===== src/common/bpred_pkg.sv =====
package bpred_pkg;

  // ----------------------------------------------------------
  // Widths and sizes
  // ----------------------------------------------------------
  localparam int unsigned XLEN        = 32;
  localparam int unsigned INSTR_BYTES = 4;
  localparam int unsigned BTB_ENTRIES = 16;
  // Index is PC[5:2], tag is PC[31:6]
  localparam int unsigned BTB_IDX_W   = 4;
  localparam int unsigned BTB_TAG_W   = 26;
  localparam int unsigned RAS_DEPTH   = 8;
  localparam int unsigned RAS_PTR_W   = 3;

  // Vector types with a meaning
  typedef logic [XLEN-1:0]      xaddr_t;
  typedef logic [BTB_IDX_W-1:0] btb_idx_t;
  typedef logic [BTB_TAG_W-1:0] btb_tag_t;
  typedef logic [RAS_PTR_W-1:0] ras_ptr_t;

  // Which rule produced the next fetch PC
  typedef enum logic [2:0] {
    SRC_SEQ      = 3'd0,
    SRC_BTB      = 3'd1,
    SRC_RAS      = 3'd2,
    SRC_REDIRECT = 3'd3,
    SRC_HOLD     = 3'd4
  } pred_src_t;

  // ----------------------------------------------------------
  // Bundles between execute, fetch and the predictors
  // ----------------------------------------------------------
  typedef struct packed {
    logic   valid;
    xaddr_t target;
  } redirect_t;

  typedef struct packed {
    logic   en;
    xaddr_t pc;
    xaddr_t target;
    logic   taken;
    logic   is_return;
  } btb_update_t;

  typedef struct packed {
    logic   hit;
    logic   taken;
    logic   is_return;
    xaddr_t target;
  } btb_lookup_t;

  typedef struct packed {
    logic   en;
    xaddr_t addr;
  } ras_push_t;

  typedef struct packed {
    logic   valid;
    xaddr_t target;
  } ras_top_t;

endpackage


===== src/btb/branch_target_buffer.sv =====
`timescale 1ns/1ps

module branch_target_buffer (
  input  logic                   clk,
  input  logic                   rst_n,
  // Fetch PC to look up
  input  bpred_pkg::xaddr_t      lookup_pc,
  // Training from execute
  input  bpred_pkg::btb_update_t update,
  // Prediction for lookup_pc
  output bpred_pkg::btb_lookup_t lookup
);

  import bpred_pkg::*;

  // ----------------------------------------------------------
  // Storage, one slot per index
  // ----------------------------------------------------------
  logic [BTB_ENTRIES-1:0] valid_q;
  btb_tag_t               tag_q       [BTB_ENTRIES];
  xaddr_t                 target_q    [BTB_ENTRIES];
  logic [BTB_ENTRIES-1:0] taken_q;
  logic [BTB_ENTRIES-1:0] is_return_q;

  // Address split for lookup and update
  btb_idx_t lk_idx;
  btb_tag_t lk_tag;
  btb_idx_t upd_idx;
  btb_tag_t upd_tag;
  logic     lk_hit;

  // Word-aligned PC, index right above the byte offset
  assign lk_idx  = lookup_pc[BTB_IDX_W+1:2];
  assign lk_tag  = lookup_pc[XLEN-1:BTB_IDX_W+2];
  assign upd_idx = update.pc[BTB_IDX_W+1:2];
  assign upd_tag = update.pc[XLEN-1:BTB_IDX_W+2];

  // ----------------------------------------------------------
  // Combinational read
  // ----------------------------------------------------------
  assign lk_hit = valid_q[lk_idx] && (tag_q[lk_idx] == lk_tag);

  always_comb begin
    lookup.hit = lk_hit;
    // Fields read as zero on a miss
    lookup.taken     = lk_hit && taken_q[lk_idx];
    lookup.is_return = lk_hit && is_return_q[lk_idx];
    lookup.target    = lk_hit ? target_q[lk_idx] : '0;
  end

  // ----------------------------------------------------------
  // Registered update
  // ----------------------------------------------------------

  // Valid bits cleared on reset, set on any write
  always_ff @(posedge clk) begin
    if (!rst_n) begin
      valid_q <= '0;
    end else if (update.en) begin
      valid_q[upd_idx] <= 1'b1;
    end
  end

  // Entry payload
  // A not-taken update still overwrites the entry
  always_ff @(posedge clk) begin
    if (update.en) begin
      tag_q[upd_idx]       <= upd_tag;
      target_q[upd_idx]    <= update.target;
      taken_q[upd_idx]     <= update.taken;
      is_return_q[upd_idx] <= update.is_return;
    end
  end

endmodule


===== src/ras/return_address_stack.sv =====
`timescale 1ns/1ps

module return_address_stack (
  input  logic                 clk,
  input  logic                 rst_n,
  // Call return address from execute
  input  bpred_pkg::ras_push_t push,
  // Predicted return consumes the top
  input  logic                 pop,
  output bpred_pkg::ras_top_t  top
);

  import bpred_pkg::*;

  // Circular storage, top_ptr points at the newest entry
  xaddr_t             stack_q [RAS_DEPTH];
  ras_ptr_t           top_ptr_q;
  // One bit wider than the pointer, saturates at RAS_DEPTH
  logic [RAS_PTR_W:0] count_q;

  logic               not_empty;
  logic               full;
  logic               pop_ok;
  ras_ptr_t           wr_ptr;

  assign not_empty = (count_q != '0);
  assign full      = (count_q == (RAS_PTR_W+1)'(RAS_DEPTH));
  // Pop on empty is ignored
  assign pop_ok    = pop && not_empty;

  // Push and pop together replace the top in place
  assign wr_ptr = pop_ok ? top_ptr_q : top_ptr_q + 1'b1;

  // ----------------------------------------------------------
  // Pointer and occupancy
  // ----------------------------------------------------------
  always_ff @(posedge clk) begin
    if (!rst_n) begin
      top_ptr_q <= '0;
      count_q   <= '0;
    end else if (push.en && !pop_ok) begin
      // Wrapping pointer drops the oldest entry when full
      top_ptr_q <= top_ptr_q + 1'b1;
      if (!full) begin
        count_q <= count_q + 1'b1;
      end
    end else if (pop_ok && !push.en) begin
      top_ptr_q <= top_ptr_q - 1'b1;
      count_q   <= count_q - 1'b1;
    end
  end

  // Return address storage
  always_ff @(posedge clk) begin
    if (push.en) begin
      stack_q[wr_ptr] <= push.addr;
    end
  end

  assign top.valid  = not_empty;
  assign top.target = stack_q[top_ptr_q];

endmodule


===== src/design/next_pc_arbiter.sv =====
`timescale 1ns/1ps

module next_pc_arbiter (
  input  bpred_pkg::xaddr_t      fetch_pc,
  input  logic                   fetch_en,
  input  bpred_pkg::redirect_t   redirect,
  input  bpred_pkg::btb_lookup_t lookup,
  input  bpred_pkg::ras_top_t    top,
  output bpred_pkg::xaddr_t      next_pc,
  output bpred_pkg::pred_src_t   pred_src,
  // Pulse back to the stack on a predicted return
  output logic                   ras_pop
);

  import bpred_pkg::*;

  xaddr_t seq_pc;
  logic   ret_hit;
  logic   taken_hit;

  // Fall-through address
  assign seq_pc = fetch_pc + XLEN'(INSTR_BYTES);

  // Return only predicted when the stack has something
  assign ret_hit   = lookup.hit && lookup.is_return && top.valid;
  assign taken_hit = lookup.hit && lookup.taken;

  // ----------------------------------------------------------
  // Priority select
  // ----------------------------------------------------------
  always_comb begin
    ras_pop = 1'b0;
    if (redirect.valid) begin
      // Execute correction beats everything
      next_pc  = redirect.target;
      pred_src = SRC_REDIRECT;
    end else if (!fetch_en) begin
      // Stall holds the PC and keeps the stack intact
      next_pc  = fetch_pc;
      pred_src = SRC_HOLD;
    end else if (ret_hit) begin
      next_pc  = top.target;
      pred_src = SRC_RAS;
      ras_pop  = 1'b1;
    end else if (taken_hit) begin
      next_pc  = lookup.target;
      pred_src = SRC_BTB;
    end else begin
      next_pc  = seq_pc;
      pred_src = SRC_SEQ;
    end
  end

endmodule


===== src/design/bpred_frontend.sv =====
`timescale 1ns/1ps

module bpred_frontend (
  input  logic                   clk,
  input  logic                   rst_n,
  // Fetch side
  input  bpred_pkg::xaddr_t      fetch_pc,
  input  logic                   fetch_en,
  // Execute side strobes
  input  bpred_pkg::redirect_t   redirect,
  input  bpred_pkg::btb_update_t btb_update,
  input  bpred_pkg::ras_push_t   ras_push,
  // Prediction result
  output bpred_pkg::xaddr_t      next_pc,
  output bpred_pkg::pred_src_t   pred_src
);

  import bpred_pkg::*;

  // BTB result for the current fetch PC
  btb_lookup_t lookup;
  // Current top of the return stack
  ras_top_t    top;
  // Pop pulse when a return is predicted
  logic        ras_pop;

  // ----------------------------------------------------------
  // Predictors, looked up in parallel
  // ----------------------------------------------------------
  branch_target_buffer u_btb (
    .clk      (clk),
    .rst_n    (rst_n),
    .lookup_pc(fetch_pc),
    .update   (btb_update),
    .lookup   (lookup)
  );

  return_address_stack u_ras (
    .clk  (clk),
    .rst_n(rst_n),
    .push (ras_push),
    .pop  (ras_pop),
    .top  (top)
  );

  // Final next-PC choice
  next_pc_arbiter u_arb (
    .fetch_pc(fetch_pc),
    .fetch_en(fetch_en),
    .redirect(redirect),
    .lookup  (lookup),
    .top     (top),
    .next_pc (next_pc),
    .pred_src(pred_src),
    .ras_pop (ras_pop)
  );

endmodule


===== config.mk =====
export PLATFORM = sky130hd
export DESIGN_NAME = bpred_frontend
export DESIGN_NICKNAME = d
export VERILOG_FILES = /design/src/common/bpred_pkg.sv /design/src/btb/branch_target_buffer.sv /design/src/ras/return_address_stack.sv /design/src/design/next_pc_arbiter.sv /design/src/design/bpred_frontend.sv
export SDC_FILE = /design/constraint.sdc
export NUM_CORES = 1
export LEC_CHECK = 0
export BUFFER_PORTS_ARGS = -buffer_cell sky130_fd_sc_hd__buf_2
export CAP_MARGIN = 15
export CORE_MARGIN = 10
export CORE_UTILIZATION = 35
export CTS_CLUSTER_DIAMETER = 50
export CTS_CLUSTER_SIZE = 10
export DETAILED_ROUTE_END_ITERATION = 10
export SKIP_LAST_GASP = 1
export SYNTH_ARGS = -nofsm -noshare
export SYNTH_HDL_FRONTEND = slang
export SYNTH_SLANG_ARGS = --single-unit

===== constraint.sdc =====
create_clock -name clk -period 9.9 [get_ports clk]
set_clock_uncertainty 0.2 [all_clocks]
set_input_delay 1.98 -clock clk [delete_from_list [all_inputs] [get_ports clk]]
set_output_delay 1.98 -clock clk [all_outputs]
set_load 0.01 [all_outputs]

==> impl_metrics.env, run 1 <==
export IMPL_status="finished clean"
export IMPL_placedInstanceArea_sq_um=53700
export IMPL_dp_hpwl_microns=84400
export IMPL_grt_overflow_total=0
export IMPL_cts_made_buffers=151
export IMPL_worstSkewPairLatency_ns=0.76
export IMPL_antenna_found_initial=46
export IMPL_syn_area_per_cell_sq_um=20.4
export IMPL_ios=203
export IMPL_p_leak_uw=0.0187
export IMPL_mappedNetlistNets=2638
export IMPL_vias_per_cell=5.60
export IMPL_min_path_type="register to register"
export IMPL_place_port_buffers=200
export IMPL_synth_async_reset_ratio_pct=0
export IMPL_start_util_pct=35.1
export IMPL_dr_total_vias=26300
export IMPL_max_freq_mhz=112
export IMPL_hold_slack_ns=0.265
export IMPL_grt_pass1_wl_microns=199000
export IMPL_ys_seq_area_share_pct=73.7
export IMPL_slowest_stage="buf_4"
export IMPL_cts_tree="yes"
export IMPL_clock_path_buffers=3
export IMPL_remaining_drc_errors=0
export IMPL_num_rows=139
export IMPL_core_area_sq_um=143000
export IMPL_synth_compound_area_share_pct=3.59
export IMPL_min_period_ns=8.90
export IMPL_path_cells="buf_8, buf_4, buf_4, mux4_2, mux2_2, a31o_2, nand4_1, nor4_1, nand3_2, buf_4, mux2i_1, o2bb2ai_1, buf_2"
export IMPL_synthXorXnorAreaFrac_pct=0.871
export IMPL_final_max_slew_viol_count=0
export IMPL_die_h_microns=399
export IMPL_track_usage_pct=17.4
export IMPL_post_cts_resized=0
export IMPL_routed_wl_microns=140000
export IMPL_drtAntennaViolNets=0
export IMPL_cpLargestDelayFamily="buffers and inverters"
export IMPL_timing_final_ws_setup_ns=1.00
export IMPL_place_gp_congestion=0.852
export IMPL_synth_top_family_by_area="multiplexers"
export IMPL_critPathBufInv=5
export IMPL_finalNetCount=2908
export IMPL_vdd_drop_max_mv=0.171
export IMPL_worstPathRequired_ns=7.72
export IMPL_dieArea_sq_um=159000
export IMPL_p_per_area_nw_per_um2=202
export IMPL_synth_edff_count=1216
export IMPL_cts_hold_buf=0
export IMPL_ys_seq_elements=1242
export IMPL_netlist_area_leader_share_pct=72.6
export IMPL_layout_commonest_cell="edfxtp_1"
export IMPL_cpPeakStageDelay_ns=0.67
export IMPL_first_global_vias=26300
export IMPL_max_slew_margin_pct=23.4
export IMPL_yosys_warnings=0
export IMPL_synthTopCellsByArea="edfxtp_1, mux4_2, mux2i_1"
export IMPL_synthMuxAreaShare_pct=17.2
export IMPL_rsz0062_at_grt="no"
export IMPL_report_final_setup_viol=0
export IMPL_root_buffer="clkbuf_16"
export IMPL_start_kind="primary input"
export IMPL_drive_gt1_share_pct=28.9
export IMPL_arrival_ns=6.72
export IMPL_dr_pass1_iters=5
export IMPL_cts_sinks=1242
export IMPL_worst_path_max_fanout=64
export IMPL_synth_simple_area_share_pct=2.85
export IMPL_synth_area_sq_um=50300
export IMPL_yosys_area_share_adder_pct=0.214
export IMPL_synth_ff_type="edfxtp_1"
export IMPL_cp_common_cell="buf_4"
export IMPL_synth_cells=2462
export IMPL_synth_distinct_cells=77
export IMPL_worst_pin_slew_ns=1.15
export IMPL_drv_cap=0
export IMPL_h_tree_depth=4
export IMPL_endpoint_kind="output port"
export IMPL_yosysTopAreaCell="edfxtp_1"
export IMPL_drt_iter0_markers=2869
export IMPL_tns_ns=0
export IMPL_pre_cts_slack_ns=1.12
export IMPL_post_cts_buffers=0
export IMPL_mostFrequentLayoutCells="edfxtp_1, mux4_2, buf_2, mux2i_1, clkbuf_16"
export IMPL_synthToLayoutAreaGrowth_pct=15.3
export IMPL_die_w_microns=399
export IMPL_grt_max_degree=68
export IMPL_final_area_sq_um=58000
export IMPL_crit_type="primary input to output port"
export IMPL_wl_per_cell_microns=29.8
export IMPL_clkTransAtPathRegs_ns=0.05
export IMPL_post_route_period_util_pct=89.9
export IMPL_finalHoldViolations=0
-- cells by family (layout without fill, tap and decap cells) --
kind of cell	after synthesis	after routing
AOI/OAI and AO/OA	246	246
DFF	1242	1242
muxes	480	480
adders and majority gates	8	8
other	0	6
and+or+nand+nor	266	266
xor gates and xnor gates	50	50
buffers and inverters	170	490
-- worst reg2reg max path, stage by stage, from the launching register on --
cell and delay, ns:
edfxtp_1 0.36, mux4_2 0.46, mux2i_1 0.52, nor2_1 0.09, a211oi_1 0.21, a41oi_1 0.20, nor4_2 0.51, nand4_4 0.44
buf_4 0.41, or4_1 0.58, a221oi_4 0.49, buf_4 0.54
-- per-layer routing --
layer | share of wire, % | vias to the layer above | track usage, %
met5 | 0.17 | - | 0
met1 | 42 | 14000 | 24.2
met3 | 9.0 | 266 | 4.60
li1 | - | 10800 | -
met2 | 47 | 1197 | 26.7
met4 | 2.6 | 34 | 5.10
-- final timing paths --
kind / cells past startpoint / to / start / slack (ns)
hold reg to reg: 1 / u_btb.valid_q[5] / u_btb.valid_q[5] / 0.27
setup / recovery: 13 / next_pc[14] / fetch_pc[3] / 1.0
hold / removal: 1 / u_btb.valid_q[5] / u_btb.valid_q[5] / 0.27
setup reg to reg: 11 / u_ras.stack_q[2][21] / u_btb.tag_q[12][14] / 4.48
-- area by class of cell --
class	instances	area (sq um)
inverter	23	91.3
timing repair buffer	264	1520
multi-input combinational	1050	12600
antenna	6	15.0
clock buffer	173	3940
fill	12600	85200
sequential	1242	37000
tap	1903	2380
clock inverter	30	344
-- sequential cells by signal, indices dropped and copies added (netlist names), named ones only --
signal / flops
u_btb.target_q: 512
u_btb.tag_q: 416
u_ras.stack_q: 256
u_btb.is_return_q: 16
u_btb.taken_q: 16
u_btb.valid_q: 16
u_ras.count_q: 4
u_ras.top_ptr_q: 3
-- synth_stat cells, drive strengths merged (3+ instances only) --
library cell	n
edfxtp	1216
mux4	304
mux2i	162
clkbuf	80
buf	67
nand2	47
nor2	43
nand3	41
a21oi	39
xnor2	38
nand2b	34
dfxtp	26
o2bb2ai	26
o31ai	25
inv	22
o21ai	22
nor3	18
a22o	17
o21a	17
a22oi	15
mux2	14
nand4	14
nor2b	12
o22ai	12
xor2	12
a221oi	11
and2	10
a2111oi	9
a31oi	9
nor3b	9
nor4	8
o32ai	8
ha	7
and3	6
o221ai	6
o31a	6
or3	6
a21boi	4
nand3b	4
a211oi	3
and3b	3
and4	3
o21bai	3
-- report_power, final --
part           internal, uW  total (uW)  switching, uW
Sequential             5920        5960           42.6
Combinational           326         854            528
Clock                  2900        4920           2020
-- through the flow --
step | cells | power, uW | util [%]
after floorplan | 2462 | 6560 | -
after detailed placement | 4482 | 6930 | 37.5
after CTS | 4685 | 11800 | 40.5
after global routing | 4687 | 12100 | 40.5
after global placement | 4482 | 6910 | 37.5
final | 4691 | 11700 | 40.5
Note: power is estimated with default switching activity, not from simulation.
==> run 2: changes to the inputs <==
--- a/config.mk
+++ b/config.mk
@@ -7,11 +7,14 @@
 export LEC_CHECK = 0
 export BUFFER_PORTS_ARGS = -buffer_cell sky130_fd_sc_hd__buf_2
 export CAP_MARGIN = 15
-export CORE_MARGIN = 10
+export CELL_PAD_IN_SITES_DETAIL_PLACEMENT = 1
+export CELL_PAD_IN_SITES_GLOBAL_PLACEMENT = 1
+export CORE_MARGIN = 2
 export CORE_UTILIZATION = 35
 export CTS_CLUSTER_DIAMETER = 50
 export CTS_CLUSTER_SIZE = 10
 export DETAILED_ROUTE_END_ITERATION = 10
+export PLACE_DENSITY_LB_ADDON = 0.1
 export SKIP_LAST_GASP = 1
 export SYNTH_ARGS = -nofsm -noshare
 export SYNTH_HDL_FRONTEND = slang
==> impl_metrics.env, run 2 (same netlist as run 1, synthesis figures left out) <==
export IMPL_endpoint_kind="output port"
export IMPL_root_buffer="clkbuf_16"
export IMPL_worstPathRequired_ns=7.72
export IMPL_max_freq_mhz=114
export IMPL_reg2reg_to="u_ras.count_q[3]"
export IMPL_cpPeakStageDelay_ns=0.63
export IMPL_met1Wirelength_microns=67100
export IMPL_status="finished clean"
export IMPL_dieArea_sq_um=147000
export IMPL_cp_common_cell="buf_4"
export IMPL_arrival_ns=6.63
export IMPL_path_depth=12
export IMPL_clock_path_buffers=3
export IMPL_dp_hpwl_microns=92800
export IMPL_die_h_microns=383
export IMPL_vdd_drop_max_mv=0.140
export IMPL_largest_register_ff_count=512
export IMPL_p_per_area_nw_per_um2=207
export IMPL_drt_iter0_markers=2038
export IMPL_synthToLayoutAreaGrowth_pct=16.6
export IMPL_dr_pass1_iters=5
export IMPL_crit_start="fetch_pc[2]"
export IMPL_die_w_microns=383
export IMPL_post_route_period_util_pct=89.0
export IMPL_clkTransAtPathRegs_ns=0.06
export IMPL_wl_met2_microns=73800
export IMPL_total_power_uw=12100
export IMPL_layout_commonest_cell="edfxtp_1"
export IMPL_cts_tree="yes"
export IMPL_dr_total_vias=26000
export IMPL_worst_path_max_fanout=64
export IMPL_drive_gt1_share_pct=29.9
export IMPL_dr_wl_met3_microns=7980
export IMPL_p_comb_share_pct=7.3
export IMPL_crit_type="primary input to output port"
export IMPL_top_register="u_btb.target_q"
export IMPL_start_kind="primary input"
export IMPL_min_period_ns=8.81
export IMPL_first_global_vias=28300
export IMPL_worst_pin_slew_ns=1.11
export IMPL_report_final_setup_viol=0
export IMPL_track_usage_pct=21.0
export IMPL_routed_wl_microns=153000
export IMPL_reg2reg_from="u_btb.tag_q[3][7]"
export IMPL_wl_per_cell_microns=32.1
export IMPL_pwr_share_clk_pct=43.6
export IMPL_top_regs="u_btb.target_q (512), u_btb.tag_q (416), u_ras.stack_q (256)"
export IMPL_power_switching_uw=2800
export IMPL_fillers=13500
export IMPL_grt_pass1_wl_microns=216000
export IMPL_mostFrequentLayoutCells="edfxtp_1, mux4_2, buf_2, mux2i_1, clkbuf_16"
export IMPL_finalHoldViolations=0
export IMPL_min_path_type="register to register"
export IMPL_r2r_worst_path_cells=16
export IMPL_worstSkewPairLatency_ns=0.78
export IMPL_finalNetCount=2938
export IMPL_routed_top_layer="met5"
export IMPL_tns_ns=0
export IMPL_p_int_uw=9340
export IMPL_switching_share_pct=23.0
export IMPL_remaining_drc_errors=0
export IMPL_ios=203
export IMPL_max_slew_margin_pct=25.8
export IMPL_grt_max_degree=111
export IMPL_num_rows=139
export IMPL_post_cts_resized=0
export IMPL_utilization_pct=41.0
export IMPL_final_max_slew_viol_count=0
export IMPL_place_gp_congestion=0.819
export IMPL_h_tree_depth=4
export IMPL_core_area_sq_um=143000
export IMPL_grt_overflow_total=0
export IMPL_cpLargestDelayFamily="buffers and inverters"
export IMPL_drv_cap=0
export IMPL_critPathBufInv=4
export IMPL_path_cells="buf_8, buf_4, mux4_2, mux2_2, a21oi_1, a41oi_1, nor4_1, nand3_2, buf_4, mux2i_1, o21ai_0, buf_2"
export IMPL_slowest_stage="mux4_2"
export IMPL_post_cts_buffers=0
export IMPL_vias_per_cell=5.47
export IMPL_cts_made_buffers=160
export IMPL_reg2reg_slack_ns=4.47
export IMPL_p_leak_uw=0.0191
export IMPL_drtAntennaViolNets=0
export IMPL_hold_slack_ns=0.267
export IMPL_rsz0062_at_grt="no"
export IMPL_start_util_pct=35.1
export IMPL_cts_sinks=1242
export IMPL_p_seq_share_pct=49.1
export IMPL_antenna_found_initial=36
export IMPL_worstSetupEndpoint="next_pc[13]"
export IMPL_cts_hold_buf=0
export IMPL_place_port_buffers=200
## run 2: worst min path at each step
stage	start	slack, ns	depth (start not counted)	endpoint
final	u_btb.valid_q[14]	0.27	1	u_btb.valid_q[14]
after global routing	u_btb.valid_q[15]	0.29	1	u_btb.valid_q[15]
after CTS	u_btb.valid_q[14]	0.27	1	u_btb.valid_q[14]
after detailed placement	u_btb.valid_q[14]	0.25	1	u_btb.valid_q[14]
after global placement	u_btb.valid_q[5]	0.24	1	u_btb.valid_q[5]
after floorplan	u_btb.valid_q[10]	0.24	1	u_btb.valid_q[10]
## run 2: metal layers
metal / GRT usage [%] / vias to the layer above
met5: 0 / -
met4: 5.51 / 32
met3: 4.28 / 249
met2: 34.1 / 670
met1: 28.7 / 14100
li1: - / 10900
## run 2: power by group through the flow
stage	Clock (uW)	Sequential, uW	Combinational (uW)
finish	5290	5960	888
global route	5630	5970	949
CTS	5440	5960	906
detailed placement	0	6070	903
global placement	0	6060	886
floorplan	0	6050	506
## run 2: cell type report
cell class	count	area, sq um	share of cell area [%]
clock inverters	64	644	1.10
diodes	4	10.0	0.0171
well taps	1903	2380	4.06
clock buffers	186	4110	7.01
multi-input cells	1050	12600	21.5
flip-flops and latches	1242	37000	63.2
repair buffers	285	1710	2.92
inverters	23	91.3	0.156
## run 2: metrics by stage
step                cell area (sq um)  cells  worst slack, ns
global placement                53900   4502            0.999
finish                          58600   4757             1.09
global route                    58600   4754            0.728
detailed placement              53900   4502             1.04
floorplan                       50300   2462             1.08
CTS                             58600   4752             1.01
